`src/window_pkg.sv`:
```
package window_pkg;

    localparam int DATA_WIDTH   = 16;
    localparam int CONV_UNITS   = 4;
    localparam int KERNEL_H_MAX = 3;
    localparam int ADDR_WIDTH   = 6;

    // one input word covers every tap of the vertical kernel.
    localparam int IN_PIXELS = CONV_UNITS + KERNEL_H_MAX - 1;
    localparam int IN_WIDTH  = DATA_WIDTH * IN_PIXELS;
    localparam int OUT_WIDTH = DATA_WIDTH * CONV_UNITS;

    localparam int KH_WIDTH  = $clog2(KERNEL_H_MAX);
    localparam int BLK_WIDTH = 6;

    typedef struct packed {
        logic [KH_WIDTH-1:0]   kernel_h_1;  // taps minus one.
        logic [BLK_WIDTH-1:0]  blocks_1;    // input words minus one.
        logic [ADDR_WIDTH-1:0] in_base;
        logic [ADDR_WIDTH-1:0] out_base;
        logic                  is_relu;
        logic                  pad;
    } conv_cfg_t;

    typedef struct packed {
        logic                  we;
        logic [ADDR_WIDTH-1:0] addr;
        logic [IN_WIDTH-1:0]   wdata;
    } mem_req_t;

    // one shifted output word on its way to the store.
    typedef struct packed {
        logic [OUT_WIDTH-1:0] data;
        logic [KH_WIDTH-1:0]  shift;
        logic                 last;
    } win_beat_t;

endpackage

```
`src/pixel_fetch.sv`:
```
`timescale 1ns/1ps

module pixel_fetch #(
    parameter int ADDR_WIDTH = window_pkg::ADDR_WIDTH,
    parameter int WORD_WIDTH = window_pkg::IN_WIDTH
) (
    input  logic                             aclk,
    input  logic                             rst_n,
    input  logic                             launch,
    input  logic [ADDR_WIDTH-1:0]            in_base,
    input  logic [window_pkg::BLK_WIDTH-1:0] blocks_1,
    input  logic                             fetch_grant,
    input  logic [WORD_WIDTH-1:0]            rdata,
    input  logic                             in_ready,
    output logic                             fetch_valid,
    output window_pkg::mem_req_t             fetch_req,
    output logic                             in_valid,
    output logic [WORD_WIDTH-1:0]            in_word
);
    import window_pkg::*;

    typedef enum logic [1:0] {
        F_IDLE,
        F_REQ,   // read requested, waiting for grant.
        F_WAIT,  // read data on rdata this cycle.
        F_HOLD   // word offered downstream.
    } fetch_state_t;

    fetch_state_t          state;
    logic [ADDR_WIDTH-1:0] addr_q;
    logic [BLK_WIDTH-1:0]  left_q;

    always_ff @(posedge aclk) begin
        if (!rst_n) begin
            state  <= F_IDLE;
            addr_q <= '0;
            left_q <= '0;
        end else begin
            case (state)
                F_IDLE: if (launch) begin
                    addr_q <= in_base;
                    left_q <= blocks_1;
                    state  <= F_REQ;
                end
                F_REQ: if (fetch_grant) state <= F_WAIT;
                F_WAIT: state <= F_HOLD;
                F_HOLD: if (in_ready) begin
                    addr_q <= addr_q + 1'b1;
                    left_q <= left_q - 1'b1;
                    state  <= (left_q == '0) ? F_IDLE : F_REQ;
                end
                default: state <= F_IDLE;
            endcase
        end
    end

    always_ff @(posedge aclk) begin
        if (state == F_WAIT) in_word <= rdata;
    end

    assign in_valid        = (state == F_HOLD);
    assign fetch_valid     = (state == F_REQ);
    assign fetch_req.we    = 1'b0;
    assign fetch_req.addr  = addr_q;
    assign fetch_req.wdata = '0;

    // a fetched word must come from a loaded location.
    assert property (@(posedge aclk) disable iff (!rst_n)
        state == F_WAIT |-> !$isunknown(rdata))
    else $error("pixel_fetch: fetched word is unknown.");

endmodule

```
`config.mk`:
```
export PLATFORM = sky130hd
export DESIGN_NAME = pixel_fetch
export DESIGN_NICKNAME = d
export VERILOG_FILES = /design/src/window_pkg.sv /design/src/pixel_fetch.sv
export SDC_FILE = /design/constraint.sdc
export NUM_CORES = 1
export LEC_CHECK = 0
export BUFFER_PORTS_ARGS = -buffer_cell sky130_fd_sc_hd__buf_4
export CAP_MARGIN = 20
export CORE_AREA = 2 2 124 126
export CTS_CLUSTER_DIAMETER = 60
export DETAILED_ROUTE_END_ITERATION = 12
export DIE_AREA = 0 0 126 128
export GPL_ROUTABILITY_DRIVEN = 0
export MAX_ROUTING_LAYER = met4
export PLACE_DENSITY = 0.61
export SLEW_MARGIN = 40
export SYNTH_ARGS = -nofsm -noshare
export SYNTH_HDL_FRONTEND = slang
export SYNTH_SLANG_ARGS = --single-unit
```
`constraint.sdc`:
```
create_clock -name aclk -period 4.15 [get_ports aclk]
set_clock_uncertainty 0.1 [all_clocks]
set_input_delay 0.6225 -clock aclk [delete_from_list [all_inputs] [get_ports aclk]]
set_output_delay 0.6225 -clock aclk [all_outputs]
set_load 0.02 [all_outputs]
```
==> results.toml, run 1 <==
[pwr]
vdd_drop_max_mv = 0.277
leakage_power_of_the_design_nw = 2.74
power_per_cell_area_nw_per_um2 = 604
totalPowerFinal_mw = 3.83

[sta]
tightest_slew_ns = 0.790
fmaxAchievable_ghz = 0.402
finalMaxSlewViolations = 0
setup-violations-final = 0
grt_setup_unrepaired = "no"
setup-tns-final_ns = 0
final.period_utilization_pct = 59.9
worst_slew_margin_rel_pct = 47.4
final-hold-violation-count = 0
postLayoutSetupSlackWorst_ns = 1.67
final_period_minus_worst_setup_slack_ns = 2.48

[cells_and_area]
num-fill-cells = 1397
antenna_cells = 0
fin_util_pct = 42.7
layout-drive-gt1-share_pct = 44.7
area_growth_syn_to_fin_pct = 39.3
finish.instance_area_um2 = 6340
multi_input_comb_area_um2 = 968
seq_area_um2 = 3160
num-nets-final = 652

[die]
ios = 314
die_h_um = 128
core_region_area_um2 = 14900
initial_utilization_pct = 30.6
num_rows = 45
die_x_um = 126
die_area_um2 = 16100

[drt]
routed_wire_length_per_instance_um = 14.9
drc_errors = 0
postRouteWirelength_mm = 10.8
wl_met1_mm = 3.75
viasPerCell = 4.07
final_antenna_net_count = 0
dr_total_vias = 2943
topRoutingLayerUsed = "met4"
first_pass_iters = 6
drc_marker_count_from_the_first_detailed_route_iteration = 115
met2_length_mm = 5.62
met3_length_mm = 1.20

[run_status]
result_of_the_run = "finished clean"

[setup_path]
startpoint_type = "register"
critPathRequiredTime_ns = 3.43
r2r_start = "state[1]"
reg2reg_slack_ns = 1.75
worstRegToRegCells = 5
critical_path.endpoint_type = "output pin"
timing.rr.end = "addr_q[5]"
worstSetupPathType = "reg2out"
cp_data_arrival_time_ns = 1.76
largest_fanout_of_any_net_on_the_critical_path = 22

[clock_tree]
ctsHtreeMaxLevel = 3
worstSkewPairLatency_ns = 0.35
clk_root_buffer_cell = "sky130_fd_sc_hd__clkbuf_16"
cts.sink_count = 110
numCtsBuffers = 9
clkSlewWorstSetupHoldPaths_ns = 0.07
cts_hold_buffers = 0
cts_setup_buffers = 0
post_cts_resized = 0
tritoncts_clock_tree = "done"
max-clock-path-buffers = 2

[yosys]
ys_ff_latch = 110
postSynthCellCount = 309
synth-edff-count = 96
yosysWarningCount = 0
synth_top_cells_by_area = "sky130_fd_sc_hd__edfxtp_1 63%, sky130_fd_sc_hd__buf_4 16%, sky130_fd_sc_hd__dfxtp_1 6.2%"
syn_avg_cell_area_um2 = 14.7
synth.cell_area_um2 = 4550
synthArstFlopShare_pct = 0
synth.lib_cells_used.distinct = 39
yosysSeqAreaShare_pct = 69.5
postSynth.topFlopCell = "sky130_fd_sc_hd__edfxtp_1"
synth.top_cell.area_share_pct = 63.3
synth_area_leader_cell = "sky130_fd_sc_hd__edfxtp_1"

[hold_path]
min_to = "in_word[6]"
hold_path_class = "in2reg"
min-delay-start = "rdata[6]"
worst_hold_path.num_cells = 1

[placement]
place_worst_setup_slack_ns = 1.83
place_hpwl_mm = 8.50
buffer_ports.inserted = 216
placedInstanceArea_um2 = 6050

[grt]
maximum_number_of_pins_on_one_net_before_global_route_repair = 42
grt_pass1_vias = 2643
globalRouteTotalUtil_pct = 12.8
globalRoute.totalOverflow = 0
grt_pass1_wl_mm = 14.9
antenna_found_initial = 0

[flow_run]
cap_violations = 0
[worst max path at each step]
stage,startpoint,end,slack [ns],cells past startpoint
detailed placement,state[1],addr_q[5],1.83,5
global placement,state[1],addr_q[5],1.95,5
CTS,state[1],in_valid,1.66,2
floorplan,state[0],in_word[0],0.85,2
finish,state[1],in_valid,1.67,2
global route,state[1],addr_q[5],1.55,5
[kinds of logic (layout without fill, tap and decap cells)]
logic type | count (synthesis) | after routing | share of synthesized area (%)
AO/OA/AOI/OAI | 37 | 37 | 5.71
flip-flops | 110 | 110 | 69.5
AND/OR/NAND/NOR | 39 | 39 | 4.64
buffers and inverters | 112 | 242 | 17.5
multiplexers | 2 | 2 | 0.440
other | 1 | 97 | 0.0823
adder cells (fa/ha/maj) | 8 | 8 | 2.20
[state kept, by name (all words and copies together) (netlist names)]
| name | cells |
|---|---|
| addr_q | 6 |
| in_word | 96 |
| left_q | 6 |
| state | 2 |
[critical path, stage by stage, from the launching register on]
cell,delay (ns)
sky130_fd_sc_hd__dfxtp_1,0.43
sky130_fd_sc_hd__ha_1,0.71
sky130_fd_sc_hd__buf_4,0.27
[cell usage in the layout (no fill, tap or decap), types with 2 or more instances in the layout]
| cell type | instances |
|---|---|
| sky130_fd_sc_hd__nor2_1 | 7 |
| sky130_fd_sc_hd__nor2b_4 | 2 |
| sky130_fd_sc_hd__nand3_1 | 4 |
| sky130_fd_sc_hd__inv_1 | 9 |
| sky130_fd_sc_hd__clkbuf_16 | 9 |
| sky130_fd_sc_hd__conb_1 | 97 |
| sky130_fd_sc_hd__mux2i_1 | 2 |
| sky130_fd_sc_hd__edfxtp_1 | 96 |
| sky130_fd_sc_hd__o211ai_1 | 2 |
| sky130_fd_sc_hd__nor3_1 | 4 |
| sky130_fd_sc_hd__inv_6 | 3 |
| sky130_fd_sc_hd__o22ai_1 | 4 |
| sky130_fd_sc_hd__a31oi_1 | 2 |
| sky130_fd_sc_hd__o221a_1 | 2 |
| sky130_fd_sc_hd__dfxtp_1 | 14 |
| sky130_fd_sc_hd__a41oi_1 | 2 |
| sky130_fd_sc_hd__ha_1 | 7 |
| sky130_fd_sc_hd__nand2_1 | 14 |
| sky130_fd_sc_hd__nor2b_1 | 3 |
| sky130_fd_sc_hd__a21oi_1 | 10 |
| sky130_fd_sc_hd__buf_4 | 217 |
| sky130_fd_sc_hd__o21ai_0 | 4 |
| sky130_fd_sc_hd__o21a_1 | 2 |
[per-layer routing]
layer / GRT usage [%] / up-vias
li1: - / 1353
met1: 13.6 / 1367
met2: 21.4 / 206
met3: 4.26 / 17
met4: 6.27 / 0
met5: - / -
[Yosys cell counts, types with 2 or more instances]
library cell,instances
sky130_fd_sc_hd__nand3_1,4
sky130_fd_sc_hd__o21ai_0,4
sky130_fd_sc_hd__edfxtp_1,96
sky130_fd_sc_hd__inv_1,9
sky130_fd_sc_hd__nor3_1,4
sky130_fd_sc_hd__mux2i_1,2
sky130_fd_sc_hd__nor2_1,7
sky130_fd_sc_hd__ha_1,8
sky130_fd_sc_hd__nand2_1,14
sky130_fd_sc_hd__buf_2,3
sky130_fd_sc_hd__o22ai_1,4
sky130_fd_sc_hd__o21a_1,2
sky130_fd_sc_hd__dfxtp_1,14
sky130_fd_sc_hd__a31oi_1,2
sky130_fd_sc_hd__nor2b_1,3
sky130_fd_sc_hd__a41oi_1,2
sky130_fd_sc_hd__a21oi_1,10
sky130_fd_sc_hd__buf_4,97
sky130_fd_sc_hd__nor2b_4,2
sky130_fd_sc_hd__o221a_1,2
sky130_fd_sc_hd__o211ai_1,2
[final cells by class]
type                    count  area share (%)
multi-input cells         183            15.3
clock inverters             5            1.03
inverters                   9           0.533
flip-flops and latches    110            49.9
repair buffers            218            26.0
clock buffers              10            3.61
well taps                 188            3.71
[through the flow]
stage / hold slack, ns / std cells
after global placement: 0.359 / 707
final: 0.347 / 723
after global routing: 0.329 / 723
after CTS: 0.328 / 723
after detailed placement: 0.394 / 708
after floorplan: 0.347 / 405
[report_power, final]
| group | internal, mW | switching (mW) | total (mW) |
|---|---|---|---|
| clock | 0.473 | 0.389 | 0.862 |
| sequential | 1.54 | 0.114 | 1.65 |
| combinational | 0.503 | 0.815 | 1.32 |
(Power assumes the default switching activity.)
==> run 2, diff against run 1 <==
clock period = 2.5 ns   (was 4.15 ns; I/O delays follow)
==> results.toml, run 2 (same netlist as run 1, synthesis figures left out) <==
[cells_and_area]
reg_top3 = "in_word: 96 flops, addr_q: 6 flops, left_q: 6 flops"
most-common-layout-cells = "219 x sky130_fd_sc_hd__buf_4, 97 x sky130_fd_sc_hd__conb_1, 96 x sky130_fd_sc_hd__edfxtp_1, 14 x sky130_fd_sc_hd__nand2_1, 14 x sky130_fd_sc_hd__dfxtp_1"
antenna_cells = 0
area_growth_syn_to_fin_pct = 39.5
layout-drive-gt1-share_pct = 45.0
largest_reg_flops = 96
num-nets-final = 655
fin_util_pct = 42.8
layout_commonest_cell = "sky130_fd_sc_hd__buf_4"
multi_input_comb_area_um2 = 968
largest-register = "in_word"
num-fill-cells = 1427
seq_area_um2 = 3160

[clock_tree]
cts.sink_count = 110
tritoncts_clock_tree = "done"
cts_hold_buffers = 0
numCtsBuffers = 9
ctsHtreeMaxLevel = 3
max-clock-path-buffers = 2
cts_setup_buffers = 0
post_cts_resized = 0
clk_root_buffer_cell = "sky130_fd_sc_hd__clkbuf_16"
clkSlewWorstSetupHoldPaths_ns = 0.07
worstSkewPairLatency_ns = 0.34

[grt]
antenna_found_initial = 0
grt_pass1_wl_mm = 15.8
maximum_number_of_pins_on_one_net_before_global_route_repair = 36
globalRoute.totalOverflow = 0
grt_pass1_vias = 2718
globalRouteTotalUtil_pct = 13.4

[die]
initial_utilization_pct = 30.6
die_area_um2 = 16100
core_region_area_um2 = 14900
num_rows = 45
ios = 314
die_h_um = 128
die_x_um = 126

[sta]
fmaxAchievable_ghz = 0.488
final.period_utilization_pct = 82.0
whs_ns = 0.101
grt_setup_unrepaired = "no"
finalMaxSlewViolations = 0
setup-violations-final = 0
worst_slew_margin_rel_pct = 65.6
setup-tns-final_ns = 0
tightest_slew_ns = 0.516
final-hold-violation-count = 0
final_period_minus_worst_setup_slack_ns = 2.05

[drt]
met2_length_mm = 5.84
met3_length_mm = 1.32
final_antenna_net_count = 0
postRouteWirelength_mm = 11.0
first_pass_iters = 4
wl_met1_mm = 3.70
drc_errors = 0
drc_marker_count_from_the_first_detailed_route_iteration = 184
routed_wire_length_per_instance_um = 15.2
dr_total_vias = 2942
topRoutingLayerUsed = "met4"
viasPerCell = 4.05

[pwr]
p_sw_mw = 2.19
sw_ratio_pct = 34.8
clock_power_share_pct = 20.9
share_comb_of_total_power_pct = 35.4
leakage_power_of_the_design_nw = 2.75
internal-power_mw = 4.09
power_per_cell_area_nw_per_um2 = 989
seq_power_share_pct = 43.7
vdd_drop_max_mv = 0.416

[flow_run]
cap_violations = 0

[setup_path]
critical_path.endpoint_type = "output pin"
critPathRequiredTime_ns = 2.03
cp_data_arrival_time_ns = 1.57
worstSetupPathType = "reg2out"
largest_fanout_of_any_net_on_the_critical_path = 14
startpoint_type = "register"

[run_status]
result_of_the_run = "finished clean"

[placement]
buffer_ports.inserted = 216
place_hpwl_mm = 8.80

[hold_path]
hold_path_class = "in2reg"
==> run 2: cell types whose count changed in the layout (fill, tap and decap cells not counted), sizes merged <==
cell      previous run  this run
buf                218       221
clkinv               1         3
bufinv               1         0
clkbuf              10         9
clkinvlp             0         1
inv                 12        11
==> run 2: metrics by stage <==
| stage | setup WS [ns] | instances | total power, mW | instance area (µm²) |
|---|---|---|---|---|
| floorplan | 0.239 | 405 | 4.18 | 4920 |
| global route | 0.359 | 726 | 6.65 | 6350 |
| global placement | 0.707 | 711 | 4.97 | 6080 |
| detailed placement | 0.601 | 711 | 5.03 | 6080 |
| CTS | 0.432 | 726 | 6.38 | 6350 |
| finish | 0.450 | 726 | 6.28 | 6350 |
==> run 2: path summary, 6_finish.rpt <==
check	startpoint	end	slack, ns	depth (start not counted)
worst min-delay path	rdata[45]	in_word[45]	0.10	1
worst min register to register	left_q[1]	left_q[1]	0.39	2
worst max-delay path	state[1]	in_valid	0.45	3
worst max register to register	state[0]	addr_q[0]	0.60	6
==> run 2: power by group through the flow <==
stage               Clock [mW]  Sequential, mW  Combinational (mW)
floorplan                    0            3.24               0.940
global placement             0            2.76                2.20
detailed placement           0            2.79                2.25
CTS                       1.38            2.75                2.26
global route              1.46            2.79                2.40
finish                    1.32            2.74                2.22
==> run 2: final cells by class <==
type                            count  share of cell area, %
Clock buffer                        9                   3.54
Clock inverter                      6                  0.709
Inverter                            9                  0.532
Multi-Input combinational cell    183                   15.2
Sequential cell                   110                   49.8
Tap cell                          188                   3.70
Timing Repair Buffer              221                   26.5
==> run 2: critical path: stages, from the launching register on <==
cell and delay, ns:
sky130_fd_sc_hd__dfxtp_1 0.42, sky130_fd_sc_hd__ha_1 0.39, sky130_fd_sc_hd__buf_4 0.26, sky130_fd_sc_hd__buf_4 0.16
==> run 2: routing by layer <==
layer,global-route usage [%],vias up
met3,5.38,13
met2,23.3,200
li1,-,1362
met4,4.59,0
met5,-,-
met1,14.0,1367
==> run 3, diff against run 2 <==
ABC_AREA = 1   (was default)
CORE_AREA = 2 2 120 122   (was 2 2 124 126)
DIE_AREA = 0 0 122 124   (was 0 0 126 128)
PLACE_DENSITY = 0.64   (was 0.61)
clock period = 2.1 ns   (was 2.5 ns; I/O delays follow)
==> results.toml, run 3 <==
[cells_and_area]
num-nets-final = 694
largest-register = "in_word"
most-common-layout-cells = "219 x sky130_fd_sc_hd__buf_4, 97 x sky130_fd_sc_hd__conb_1, 96 x sky130_fd_sc_hd__edfxtp_1, 48 x sky130_fd_sc_hd__nand2_1, 22 x sky130_fd_sc_hd__nor2_1"
largest_reg_flops = 96
layout_commonest_cell = "sky130_fd_sc_hd__buf_4"
area_growth_syn_to_fin_pct = 39.4
finish.instance_area_um2 = 6390
multi_input_comb_area_um2 = 988
reg_top3 = "in_word: 96 flops, addr_q: 6 flops, left_q: 6 flops"
seq_area_um2 = 3160
num-fill-cells = 1256
layout-drive-gt1-share_pct = 41.9

[drt]
viasPerCell = 4.02
first_pass_iters = 4
postRouteWirelength_mm = 10.8
final_antenna_net_count = 0
drc_errors = 0
drc_marker_count_from_the_first_detailed_route_iteration = 146
routed_wire_length_per_instance_um = 14.3
dr_total_vias = 3054

[grt]
antenna_found_initial = 1
globalRoute.totalOverflow = 0
grt_pass1_vias = 2744
maximum_number_of_pins_on_one_net_before_global_route_repair = 75
globalRouteTotalUtil_pct = 13.5
grt_pass1_wl_mm = 14.6

[yosys]
synth_top_cells_by_area = "sky130_fd_sc_hd__edfxtp_1 63%, sky130_fd_sc_hd__buf_4 16%, sky130_fd_sc_hd__dfxtp_1 6.1%"
postSynthCellCount = 346
synth_area_leader_cell = "sky130_fd_sc_hd__edfxtp_1"
synthArstFlopShare_pct = 0
postSynth.topFlopCell = "sky130_fd_sc_hd__edfxtp_1"
yosysWarningCount = 0
synth.cell_area_um2 = 4580
syn_avg_cell_area_um2 = 13.2
ys_ff_latch = 110
synth.top_cell.area_share_pct = 62.9
yosysSeqAreaShare_pct = 69.1
post_synth_most_frequent_cells = "97 x sky130_fd_sc_hd__buf_4, 96 x sky130_fd_sc_hd__edfxtp_1, 48 x sky130_fd_sc_hd__nand2_1"
synth.lib_cells_used.distinct = 23
synth-edff-count = 96
synthMostInstantiatedCell = "sky130_fd_sc_hd__buf_4"

[die]
die_h_um = 124
die_x_um = 122
initial_utilization_pct = 33.4
core_region_area_um2 = 13700
die_area_um2 = 15100
num_rows = 43
ios = 314

[clock_tree]
post_cts_resized = 0
cts_hold_buffers = 0
numCtsBuffers = 9
max-clock-path-buffers = 2
cts.sink_count = 110
ctsHtreeMaxLevel = 3
clk_root_buffer_cell = "sky130_fd_sc_hd__clkbuf_16"
tritoncts_clock_tree = "done"
clkSlewWorstSetupHoldPaths_ns = 0.08
cts_setup_buffers = 0
worstSkewPairLatency_ns = 0.34

[setup_path]
reg2reg_slack_ns = 0.36
cp_data_arrival_time_ns = 1.37
worstSetupPathType = "reg2out"
critical_path.endpoint_type = "output pin"
startpoint_type = "register"
largest_fanout_of_any_net_on_the_critical_path = 13
critPathRequiredTime_ns = 1.68

[placement]
buffer_ports.inserted = 216
placedInstanceArea_um2 = 6090
place_hpwl_mm = 8.65

[sta]
final_period_minus_worst_setup_slack_ns = 1.79
finalMaxSlewViolations = 0
grt_setup_unrepaired = "no"
fmaxAchievable_ghz = 0.560
setup-tns-final_ns = 0
final.period_utilization_pct = 85.0
setup-violations-final = 0
final-hold-violation-count = 0

[hold_path]
hold_path_class = "in2reg"

[pwr]
totalPowerFinal_mw = 7.75
power_per_cell_area_nw_per_um2 = 1210
leakage_power_of_the_design_nw = 2.85
vdd_drop_max_mv = 0.552

[run_status]
result_of_the_run = "finished clean"

[flow_run]
cap_violations = 0
## run 3: path summary, 6_finish.rpt
check	from	end	cells after the start
worst max register to register	state[0]	addr_q[4]	7
worst min-delay path	rdata[32]	in_word[32]	1
worst max-delay path	state[1]	in_valid	3
worst min register to register	left_q[1]	left_q[1]	2
## run 3: critical path, stage by stage, from the launching register on
cell and delay, ns:
sky130_fd_sc_hd__dfxtp_1 0.41, sky130_fd_sc_hd__ha_1 0.24, sky130_fd_sc_hd__buf_4 0.21, sky130_fd_sc_hd__buf_4 0.16
## run 3: cells by family after synthesis
logic type | after synthesis | synth area share [%]
buffers and inverters | 114 | 17.5
flip-flops | 110 | 69.1
AND/OR/NAND/NOR | 90 | 8.52
AO/OA/AOI/OAI | 22 | 2.46
XOR/XNOR | 1 | 0.191
other | 1 | 0.0819
adder cells (fa/ha/maj) | 8 | 2.19
## run 3: layer usage
metal / GRT usage (%) / routed length [µm] / vias up / share of wire [%]
li1: - / - / 1432 / -
met1: 13.5 / 3570 / 1416 / 33
met2: 24.5 / 5870 / 193 / 54
met3: 3.89 / 1210 / 13 / 11
met4: 6.11 / 187 / 0 / 1.7
met5: - / 0 / - / 0
## run 3: per-stage QoR
stage	std cells	util [%]	hold slack [ns]	setup slack (ns)
5_1_grt	759	46.6	0.0231	0.182
3_3_place_gp	742	44.4	0.383	0.480
3_5_place_dp	742	44.4	0.394	0.379
4_1_cts	758	46.5	0.0264	0.299
2_1_floorplan	442	-	0.314	0.367
6_report	759	46.6	0.0437	0.315
## run 3: power by group
part	internal (mW)	switching [mW]
combinational	1.04	1.71
sequential	3.10	0.261
clock	0.840	0.801
## run 3: area by class of cell
class / count / area share [%]
sequential: 110 / 49.5
timing repair buffer: 220 / 26.1
multi-input combinational: 218 / 15.5
clock buffer: 10 / 3.58
tap: 180 / 3.53
clock inverter: 6 / 0.979
inverter: 14 / 0.823
antenna: 1 / 0.0392
